`src/hw/bru_pkg.sv`:
```
////////////////////////////////////////////////////////////////////////////
// Branch resolution package
// Operation and control flow type encodings shared by the execute stage
// branch logic, plus a helper that marks the conditional branches
////////////////////////////////////////////////////////////////////////////

package bru_pkg;

  // Encoding widths of the two enums
  localparam int unsigned BRANCH_OP_W = 4;
  localparam int unsigned CF_TYPE_W   = 2;

  // Operation presented by the issue stage
  typedef enum logic [BRANCH_OP_W-1:0] {
    OP_NONE = 4'd0,
    // Conditional branches
    BEQ     = 4'd1,
    BNE     = 4'd2,
    BLT     = 4'd3,
    BGE     = 4'd4,
    BLTU    = 4'd5,
    BGEU    = 4'd6,
    // Unconditional jumps
    JAL     = 4'd7,
    JALR    = 4'd8
  } branch_op_e;

  // Control flow type, used for both the prediction and the resolution
  typedef enum logic [CF_TYPE_W-1:0] {
    // Not a control flow instruction, or no prediction made
    CF_NONE   = 2'd0,
    CF_BRANCH = 2'd1,
    // Jump through a register, BTB target
    CF_JUMPR  = 2'd2,
    // Return, predicted by the return stack
    CF_RETURN = 2'd3
  } cf_type_e;

  // True for the six conditional branch operations
  function automatic logic op_is_branch(branch_op_e op);
    logic is_br;
    case (op)
      BEQ, BNE, BLT, BGE, BLTU, BGEU: is_br = 1'b1;
      default: is_br = 1'b0;
    endcase
    return is_br;
  endfunction

endpackage

```
`src/hw/branch_compare.sv`:
```
////////////////////////////////////////////////////////////////////////////
// Branch operand comparator
// Evaluates the branch condition for the six conditional operations.
// Jumps always report taken
////////////////////////////////////////////////////////////////////////////

`timescale 1ns/1ps

module branch_compare #(
  parameter int unsigned VLEN = 32
) (
  // Operation from the issue stage
  input  bru_pkg::branch_op_e op_i,
  // Register operands rs1 and rs2
  input  logic [VLEN-1:0]     a_i,
  input  logic [VLEN-1:0]     b_i,
  // Branch condition, 1 for jumps
  output logic                taken_o
);

  logic eq;
  logic lt_signed;
  logic lt_unsigned;

  // All three compares run in parallel, the operation picks one
  assign eq          = (a_i == b_i);
  assign lt_signed   = ($signed(a_i) < $signed(b_i));
  assign lt_unsigned = (a_i < b_i);

  always_comb begin
    taken_o = 1'b0;
    if (bru_pkg::op_is_branch(op_i)) begin
      case (op_i)
        bru_pkg::BEQ:  taken_o = eq;
        bru_pkg::BNE:  taken_o = !eq;
        bru_pkg::BLT:  taken_o = lt_signed;
        bru_pkg::BGE:  taken_o = !lt_signed;
        bru_pkg::BLTU: taken_o = lt_unsigned;
        bru_pkg::BGEU: taken_o = !lt_unsigned;
        default:       taken_o = 1'b0;
      endcase
    end else begin
      // Unconditional jumps always redirect
      taken_o = (op_i == bru_pkg::JAL) || (op_i == bru_pkg::JALR);
    end
  end

endmodule

```
`src/hw/branch_history.sv`:
```
////////////////////////////////////////////////////////////////////////////
// Branch history table
// Direct mapped table of 2-bit saturating counters indexed by PC.
// Lookup is combinational, training happens at the clock edge
////////////////////////////////////////////////////////////////////////////

`timescale 1ns/1ps

module branch_history #(
  parameter int unsigned VLEN        = 32,
  parameter int unsigned BHT_ENTRIES = 16
) (
  input  logic            clk_i,
  input  logic            reset_i,
  // Prediction port, PC of the instruction being resolved
  input  logic [VLEN-1:0] lookup_pc_i,
  output logic            predict_taken_o,
  // Training port from the branch unit
  input  logic            update_valid_i,
  input  logic [VLEN-1:0] update_pc_i,
  input  logic            update_taken_i
);

  // Index width, table size is a power of two
  localparam int unsigned IDX_W = $clog2(BHT_ENTRIES);

  // Counter encodings
  localparam logic [1:0] CNT_STRONG_NT = 2'b00;
  localparam logic [1:0] CNT_WEAK_NT   = 2'b01;
  localparam logic [1:0] CNT_STRONG_T  = 2'b11;

  logic [1:0]       counters_q [BHT_ENTRIES];
  logic [IDX_W-1:0] lookup_idx;
  logic [IDX_W-1:0] update_idx;
  logic [1:0]       update_cnt;
  logic [1:0]       update_cnt_next;

  // Index taken from the PC bits right above bit 1
  assign lookup_idx = lookup_pc_i[IDX_W+1:2];
  assign update_idx = update_pc_i[IDX_W+1:2];

  // Upper counter bit is the taken prediction
  assign predict_taken_o = counters_q[lookup_idx][1];

  assign update_cnt = counters_q[update_idx];

  // Step toward the outcome, hold at either end
  always_comb begin
    update_cnt_next = update_cnt;
    if (update_taken_i) begin
      if (update_cnt != CNT_STRONG_T) begin
        update_cnt_next = update_cnt + 2'd1;
      end
    end else begin
      if (update_cnt != CNT_STRONG_NT) begin
        update_cnt_next = update_cnt - 2'd1;
      end
    end
  end

  always_ff @(posedge clk_i) begin
    if (reset_i) begin
      // Every entry starts weakly not taken
      for (int i = 0; i < BHT_ENTRIES; i++) begin
        counters_q[i] <= CNT_WEAK_NT;
      end
    end else if (update_valid_i) begin
      counters_q[update_idx] <= update_cnt_next;
    end
  end

endmodule

```
`src/hw/branch_unit.sv`:
```
////////////////////////////////////////////////////////////////////////////
// Branch unit
// Computes link value and jump target, resolves taken and mispredict,
// reports the control flow type and flags misaligned targets
////////////////////////////////////////////////////////////////////////////

`timescale 1ns/1ps

module branch_unit #(
  parameter int unsigned VLEN   = 32,
  parameter bit          RVC_EN = 1'b1
) (
  // Issue stage instruction
  input  logic                valid_i,
  input  bru_pkg::branch_op_e op_i,
  input  logic [VLEN-1:0]     pc_i,
  input  logic [VLEN-1:0]     operand_a_i,
  input  logic [VLEN-1:0]     imm_i,
  input  logic                is_compressed_i,
  // Condition from the comparator
  input  logic                branch_taken_i,
  // Direction prediction from the history table
  input  logic                predict_taken_i,
  // Register jump prediction from BTB and return stack
  input  bru_pkg::cf_type_e   predict_cf_i,
  input  logic [VLEN-1:0]     predict_addr_i,
  // Resolution
  output logic [VLEN-1:0]     result_o,
  output logic                resolve_o,
  output logic [VLEN-1:0]     target_o,
  output logic                taken_o,
  output logic                mispredict_o,
  output bru_pkg::cf_type_e   cf_type_o,
  output logic                misaligned_o,
  // History table training
  output logic                update_valid_o,
  output logic                update_taken_o
);

  // Forbidden low target bits, bit 0 only when compressed code is allowed
  localparam logic [1:0] ALIGN_MASK = RVC_EN ? 2'b01 : 2'b11;

  logic [VLEN-1:0] next_pc;
  logic [VLEN-1:0] jump_base;
  logic [VLEN-1:0] jump_target;
  logic            is_branch;
  logic            is_jalr;
  logic            target_unaligned;

  assign is_branch = bru_pkg::op_is_branch(op_i);
  assign is_jalr   = (op_i == bru_pkg::JALR);

  // Fall-through PC, also the link value written to rd
  assign next_pc  = pc_i + (is_compressed_i ? VLEN'(2) : VLEN'(4));
  assign result_o = next_pc;

  // Register base for JALR, PC relative otherwise
  assign jump_base = is_jalr ? operand_a_i : pc_i;

  always_comb begin
    jump_target = jump_base + imm_i;
    // JALR drops the LSB of the sum
    if (is_jalr) begin
      jump_target[0] = 1'b0;
    end
  end

  assign target_unaligned = |(jump_target[1:0] & ALIGN_MASK);

  always_comb begin
    resolve_o    = valid_i;
    target_o     = '0;
    taken_o      = 1'b0;
    mispredict_o = 1'b0;
    cf_type_o    = bru_pkg::CF_NONE;
    misaligned_o = 1'b0;
    if (valid_i) begin
      taken_o  = branch_taken_i;
      target_o = branch_taken_i ? jump_target : next_pc;
      // Only a redirect can fault on alignment
      misaligned_o = branch_taken_i && target_unaligned;
      if (is_branch) begin
        cf_type_o    = bru_pkg::CF_BRANCH;
        // Direction disagrees with the counter
        mispredict_o = (branch_taken_i != predict_taken_i);
      end else if (is_jalr) begin
        cf_type_o = predict_cf_i;
        // No prediction, or the predicted address was wrong
        if ((predict_cf_i == bru_pkg::CF_NONE) || (jump_target != predict_addr_i)) begin
          mispredict_o = 1'b1;
          // Returns keep their type so the BTB is not updated
          if (predict_cf_i != bru_pkg::CF_RETURN) begin
            cf_type_o = bru_pkg::CF_JUMPR;
          end
        end
      end
    end
  end

  // Train only on resolved conditional branches
  assign update_valid_o = valid_i && is_branch;
  assign update_taken_o = branch_taken_i;

endmodule

```
`src/hw/branch_resolve_top.sv`:
```
////////////////////////////////////////////////////////////////////////////
// Branch resolution top level
// Joins the operand comparator, the history table and the branch unit
////////////////////////////////////////////////////////////////////////////

`timescale 1ns/1ps

module branch_resolve_top #(
  parameter int unsigned VLEN        = 32,
  parameter int unsigned BHT_ENTRIES = 16,
  parameter bit          RVC_EN      = 1'b1
) (
  input  logic                clk_i,
  input  logic                reset_i,
  // Issue stage
  input  logic                valid_i,
  input  bru_pkg::branch_op_e op_i,
  input  logic [VLEN-1:0]     pc_i,
  input  logic [VLEN-1:0]     operand_a_i,
  input  logic [VLEN-1:0]     operand_b_i,
  input  logic [VLEN-1:0]     imm_i,
  input  logic                is_compressed_i,
  // Register jump prediction, JALR only
  input  bru_pkg::cf_type_e   predict_cf_i,
  input  logic [VLEN-1:0]     predict_addr_i,
  // Resolution
  output logic [VLEN-1:0]     result_o,
  output logic                resolve_o,
  output logic [VLEN-1:0]     resolved_pc_o,
  output logic [VLEN-1:0]     target_o,
  output logic                taken_o,
  output logic                mispredict_o,
  output bru_pkg::cf_type_e   cf_type_o,
  output logic                misaligned_o
);

  logic branch_taken;
  logic predict_taken;
  logic update_valid;
  logic update_taken;

  // PC of the resolved instruction goes back with the result
  assign resolved_pc_o = pc_i;

  branch_compare #(
    .VLEN (VLEN)
  ) u_compare (
    .op_i    (op_i),
    .a_i     (operand_a_i),
    .b_i     (operand_b_i),
    .taken_o (branch_taken)
  );

  // Lookup and training use the same PC, the update lands at the edge
  branch_history #(
    .VLEN        (VLEN),
    .BHT_ENTRIES (BHT_ENTRIES)
  ) u_history (
    .clk_i           (clk_i),
    .reset_i         (reset_i),
    .lookup_pc_i     (pc_i),
    .predict_taken_o (predict_taken),
    .update_valid_i  (update_valid),
    .update_pc_i     (pc_i),
    .update_taken_i  (update_taken)
  );

  branch_unit #(
    .VLEN   (VLEN),
    .RVC_EN (RVC_EN)
  ) u_unit (
    .valid_i         (valid_i),
    .op_i            (op_i),
    .pc_i            (pc_i),
    .operand_a_i     (operand_a_i),
    .imm_i           (imm_i),
    .is_compressed_i (is_compressed_i),
    .branch_taken_i  (branch_taken),
    .predict_taken_i (predict_taken),
    .predict_cf_i    (predict_cf_i),
    .predict_addr_i  (predict_addr_i),
    .result_o        (result_o),
    .resolve_o       (resolve_o),
    .target_o        (target_o),
    .taken_o         (taken_o),
    .mispredict_o    (mispredict_o),
    .cf_type_o       (cf_type_o),
    .misaligned_o    (misaligned_o),
    .update_valid_o  (update_valid),
    .update_taken_o  (update_taken)
  );

endmodule

```
`config.mk`:
```
export PLATFORM = sky130hd
export DESIGN_NAME = branch_resolve_top
export DESIGN_NICKNAME = d
export VERILOG_FILES = /design/src/hw/bru_pkg.sv /design/src/hw/branch_compare.sv /design/src/hw/branch_history.sv /design/src/hw/branch_unit.sv /design/src/hw/branch_resolve_top.sv
export SDC_FILE = /design/constraint.sdc
export NUM_CORES = 1
export LEC_CHECK = 0
export BUFFER_PORTS_ARGS = -buffer_cell sky130_fd_sc_hd__buf_2
export CAP_MARGIN = 20
export CORE_MARGIN = 2
export CORE_UTILIZATION = 50
export CTS_BUF_LIST = sky130_fd_sc_hd__clkbuf_4 sky130_fd_sc_hd__clkbuf_8
export CTS_CLUSTER_DIAMETER = 100
export DETAILED_ROUTE_END_ITERATION = 8
export GPL_TIMING_DRIVEN = 0
export PLACE_DENSITY = 0.85
export SKIP_LAST_GASP = 1
export SYNTH_ARGS = -nofsm -noshare
export SYNTH_HDL_FRONTEND = slang
export SYNTH_SLANG_ARGS = --single-unit
```
`constraint.sdc`:
```
create_clock -name clk_i -period 8.5 [get_ports clk_i]
set_input_delay 1.7 -clock clk_i [delete_from_list [all_inputs] [get_ports clk_i]]
set_output_delay 1.7 -clock clk_i [all_outputs]
set_load 0.01 [all_outputs]
```
==> impl_metrics.ini, run 1 <==
[logic_synthesis]
synth_top_cell_by_area = edfxtp_1
netlist.area_leader.share_pct = 14.0
ys_seq_area_share_pct = 14.0
synth_ff_type = edfxtp_1
netlist_top_cells_count = 84 x nor2_1, 75 x nand2_1, 68 x ha_1, 62 x a21oi_1, 57 x xnor2_1
synthTopCellsByArea = edfxtp_1 14%, ha_1 12%, xnor2_1 7.3%, mux2_2 4.7%, nor2_1 4.6%
syn-num-nets = 1111
synth_warnings = 0
async_reset_ff_share_pct = 0
synth_most_common_cell = nor2_1
synthCells = 871
avgSynthCellArea_um2 = 7.90
ys_types = 79
synth_edf_count = 32
synth.cell_area_mm2 = 0.00688
ys_seq_elements = 32

[cts]
cts_made_buffers = 5
cts_sinks = 32
cts_tree = built
clk_pin_slew_ps = 60
cts_buffer_depth = 2
root_buffer = clkbuf_8
htreeDepth = 2
clkLatencyLatePin_ps = 290

[timing]
tns_ps = 0
hold_viol_final = 0
relSlewSlack_pct = 36.6
period_minus_slack_ps = 8320
finalSetupViolCount = 0
final.period_utilization_pct = 97.9
max_freq_ghz = 0.120
whs_ps = 1270
drv_slew = 0
finClkSkew_ps = 8.69
tightest_slew_ps = 948

[die]
initial_core_util_pct = 51.5
rows = 42
die-area_mm2 = 0.0147
core_area_mm2 = 0.0133
die_x_um = 121
die_y_um = 121
ios = 272

[finish]
diodes = 0
top_register = u_history.counters_q
drive_gt1_share_pct = 34.0
reg_top3 = u_history.counters_q (32)
layout.nets = 1389
area_delta_synth_final_pct = 25.5
nFillCells = 1211
largest_register_ff_count = 32

[detailed_routing]
viasPerCell = 5.98
drt_iter0_markers = 574
vias = 7936
wirelength_mm = 26.0
ant_nets = 0
drc_errors = 0
first_pass_iters = 5
wire_per_inst_um = 19.6

[worst_setup_path]
worst-path-max-fanout = 10
crit_path_end_kind = primary output
cp.arrival_ps = 6620
cp-start-kind = primary input
crit_type = primary input to primary output
ff2ff_path_depth = 6
critPathRequiredTime_ps = 6800

[power_and_ir_drop]
p_leak_uw = 0.00403
ir_worst_vdd_mv = 0.0688
powerDensity_mw_per_mm2 = 101

[global_routing]
grt_overflow = 0
grt_antenna_before_repair = 0
grt_max_degree = 11
grt_use_total_pct = 34.1
grt_pass1_wl_mm = 38.6
grt_pass1_vias = 7368

[place]
routabilityCongestion = 0.984
portBuffers = 267
hpwl_mm = 21.7

[hold_path]
hold_path.class = flip-flop to flip-flop
hold_depth = 4

[run]
maxCapViolCount = 0

[run_status]
status = finished clean
-- power breakdown --
group          switching (µW)  internal (µW)  total [µW]
clock                    55.2           63.3         119
combinational             336            244         579
sequential               1.23            177         179
-- cell families after synthesis --
group / after synthesis / synth area share, %
adder cells (fa/ha/maj): 71 / 13.1
buffers and inverters: 115 / 8.37
flip-flops: 32 / 14.0
multiplexers: 58 / 10.9
AO/OA/AOI/OAI: 177 / 17.1
XOR/XNOR: 94 / 13.1
AND/OR/NAND/NOR: 324 / 23.6
-- cell type report --
type	instances	area [µm²]	area share, %
inverter	46	173	2.00
timing repair buffer	272	1370	15.9
sequential	32	961	11.1
tap	176	220	2.55
clock buffer	7	83.8	0.971
clock inverter	1	3.75	0.0435
buffer	68	425	4.93
multi-input combinational	724	5390	62.5
-- metrics by stage --
| step | instance area, µm² | power [µW] | worst slack (ps) | cells | utilization (%) |
|---|---|---|---|---|---|
| 2_1_floorplan | 6880 | 550 | 329 | 871 | - |
| 3_3_place_gp | 8440 | 735 | -979 | 1314 | 63.2 |
| 3_5_place_dp | 8440 | 740 | -1060 | 1314 | 63.2 |
| 4_1_cts | 8580 | 861 | 53.9 | 1325 | 64.3 |
| 5_1_grt | 8630 | 927 | -1.82 | 1326 | 64.7 |
| 6_report | 8630 | 876 | 181 | 1326 | 64.7 |
-- layout by cell type, fill, tap and decap left out, types with 4 or more instances in the layout --
cell type  netlist  routed
and3_1          13      13
nor4_1           7       7
and2_1           6       6
xor2_1          31      31
buf_2            7     274
mux2i_1         18      18
o21ai_1          7       8
nand3_1         37      36
o21ai_0         27      26
nand2b_1        22      22
clkbuf_1        22      18
a31oi_1          5       5
nor3_1          21      21
inv_1           46      46
a211oi_1         8       7
nor2b_1          6       6
buf_4           34      39
edfxtp_1        32      32
nand2_1         75      75
a211o_1          4       4
nor2_1          84      84
a21oi_1         62      61
and4_1           6       6
a21o_1           7       7
mux2_2          29      29
xnor3_1          5       5
nand3b_1         4       4
clkbuf_8         0       5
mux4_2          10      10
nand4_1         19      19
o21a_1           8       8
nor3b_1          5       5
o211ai_1         9       9
xnor2_1         57      57
ha_1            68      68
-- timing repair --
action	in CTS	in global routing
buffers inserted	3	2
hold buffers	0	0
pin swaps	2	3
endpoints found under the hold margin	0	0
setup endpoints to repair	3	3
gates resized for setup	11	14
cloned	0	0
-- path summary, 6_finish.rpt --
kind / from / end / slack, ps
max: op_i[0] / cf_type_o[0] / 180
min: u_history.counters_q[2][0] / u_history.counters_q[7][1] / 1270
max reg2reg: u_history.counters_q[9][1] / u_history.counters_q[4][1] / 5640
min reg2reg: u_history.counters_q[2][0] / u_history.counters_q[7][1] / 1270
-- critical path, stage by stage --
cell      delay (ps)
clkbuf_2         160
nor4b_4          320
buf_6            200
buf_8            170
mux2_2           380
ha_1             230
fa_2             370
a211o_1          340
a221o_2          430
nand3_2          100
a31oi_1          130
xnor2_2          260
xnor2_1          100
or4_1            580
or4_4            540
nor4_4           140
buf_4            180
a221o_1          140
buf_2            120
-- routing by layer --
metal / GRT usage [%] / wire (µm) / vias to the layer above
li1: - / - / 3697
met1: 42.7 / 10100 / 3629
met2: 58.1 / 12100 / 531
met3: 4.84 / 2640 / 79
met4: 15.5 / 1200 / 0
met5: 0 / 0 / -
No activity file was read; power rests on OpenSTA's default activity.
==> inputs of run 2 (changes only) <==
CORE_ASPECT_RATIO = 1.2   (was not set)
==> impl_metrics.ini, run 2 (synthesis gave the netlist of run 1 again) <==
[hold_path]
hold_start = u_history.counters_q[0][0]
hold_depth = 4
hold_path.class = flip-flop to flip-flop

[power_and_ir_drop]
p_total_uw = 875
switching_power_uw = 392
p_leak_uw = 0.00403
seqPwrFrac_pct = 20.4
powerDensity_mw_per_mm2 = 102
internal_power_uw = 483
p_clk_share_pct = 13.4
ir_worst_vdd_mv = 0.0647
combinationalPowerShare_pct = 66.2
swShare_pct = 44.8

[place]
routabilityCongestion = 1.05
hpwl_mm = 22.3
place_ws_ps = -960
postPlaceCellArea_mm2 = 0.00843
portBuffers = 267

[worst_setup_path]
critPathBufInv = 4
cp-endpoint = cf_type_o[0]
path_cells = buf_2, nor4b_4, buf_6, clkbuf_4, mux2_2, ha_1, a211oi_2, o21a_2, a2111oi_4, o31ai_2, and2_1, xnor3_1, or4_1, or4_4, nor4_4, a221o_1, buf_2
crit_path_start = op_i[0]
r2r-start = u_history.counters_q[15][1]
crit_type = primary input to primary output
r2r_end = u_history.counters_q[11][1]
cp.arrival_ps = 6680
crit_path_end_kind = primary output
crit_path_max_incr_delay_ps = 540
cp-start-kind = primary input
rrSetupSlack_ps = 5620
worst_path_max_delay_cell = or4_4
cp_common_cell = buf_2
critPathRequiredTime_ps = 6800
ff2ff_path_depth = 6
cp_top_family = simple AND/OR/NAND/NOR gates
crit_cells = 17
worst-path-max-fanout = 10

[die]
die_x_um = 111
die_y_um = 132
rows = 46
core_area_mm2 = 0.0134
die-area_mm2 = 0.0147
ios = 272
initial_core_util_pct = 51.5

[global_routing]
grt_antenna_before_repair = 0
grt_pass1_wl_mm = 40.0
grt_max_degree = 11
grt_overflow = 0
grt_pass1_vias = 7420
grt_use_total_pct = 34.1

[cts]
root_buffer = clkbuf_8
cts_tree = built
clkLatencyLatePin_ps = 290
clk_pin_slew_ps = 70
htreeDepth = 2
cts_made_buffers = 5
cts_sinks = 32
cts_buffer_depth = 2

[timing]
setup_ws_ps = 118
period_minus_slack_ps = 8380
finalSetupViolCount = 0
tightest_slew_ps = 934
finClkSkew_ps = 8.11
rsz0062_at_grt = false
hold_viol_final = 0
max_freq_ghz = 0.119
tns_ps = 0
final.period_utilization_pct = 98.6
drv_slew = 0
relSlewSlack_pct = 37.1

[detailed_routing]
drt_iter0_markers = 757
vias = 7833
first_pass_iters = 5
wl_met1_mm = 10.3
wl_met2_mm = 13.0
highest_layer = met4
ant_nets = 0
wire_per_inst_um = 20.2
wirelength_mm = 26.6
wl_met3_mm = 2.13
drc_errors = 0
viasPerCell = 5.95

[run]
maxCapViolCount = 0

[run_status]
status = finished clean

[finish]
diodes = 0
final_common_cell = buf_2
reg_top3 = u_history.counters_q (32)
layout.nets = 1387
top_register = u_history.counters_q
utilization_pct = 64.5
nFillCells = 1182
fin_area_mm2 = 0.00862
mostFrequentLayoutCells = 274 x buf_2, 84 x nor2_1, 75 x nand2_1
drive_gt1_share_pct = 34.0
largest_register_ff_count = 32
area_delta_synth_final_pct = 25.3
==> run 2: worst min-delay path, cell delays in order, from the launching register on <==
cell and delay (ps):
edfxtp_1 320, mux4_2 230, mux4_2 280, a21boi_2 160, nor3_1 180
==> run 2: final cells by class <==
cell class / count / area (µm²) / share of cell area, %
Buffer: 67 / 429 / 4.98
Multi-Input combinational cell: 724 / 5390 / 62.6
Inverter: 46 / 173 / 2.00
Tap cell: 168 / 210 / 2.44
Timing Repair Buffer: 271 / 1370 / 15.9
Clock buffer: 7 / 83.8 / 0.973
Sequential cell: 32 / 961 / 11.1
Clock inverter: 1 / 3.75 / 0.0436
==> run 2: layer usage <==
layer  vias to the layer above  global-route usage (%)
li1                       3694                       -
met1                      3587                    42.1
met2                       490                    61.8
met3                        62                    3.30
met4                         0                    12.6
met5                         -                       0
==> run 2: power groups by stage <==
stage               Sequential [µW]  Combinational, µW  Clock (µW)
detailed placement              182                558           0
CTS                             179                565         115
global placement                182                553           0
finish                          179                580         117
floorplan                       181                368           0
global route                    179                623         121
==> run 2: timing repair <==
action / CTS / global route
gates resized for setup: 12 / 16
hold buffers: 0 / 0
setup buffers: 2 / 2
pin swaps: 4 / 6
setup endpoints to repair: 3 / 3
==> run 2: how the worst min path moves through the flow <==
stage	to	slack, ps
floorplan	u_history.counters_q[0][1]	1130
global placement	u_history.counters_q[13][1]	1240
detailed placement	u_history.counters_q[0][1]	1270
CTS	u_history.counters_q[2][1]	1290
global route	u_history.counters_q[0][1]	1350
finish	u_history.counters_q[5][1]	1290
==> run 2: stage by stage <==
stage	std cells	hold WS, ps
after floorplan	871	1130
after global placement	1306	1240
after detailed placement	1306	1270
after CTS	1315	1290
after global routing	1316	1350
final	1316	1290
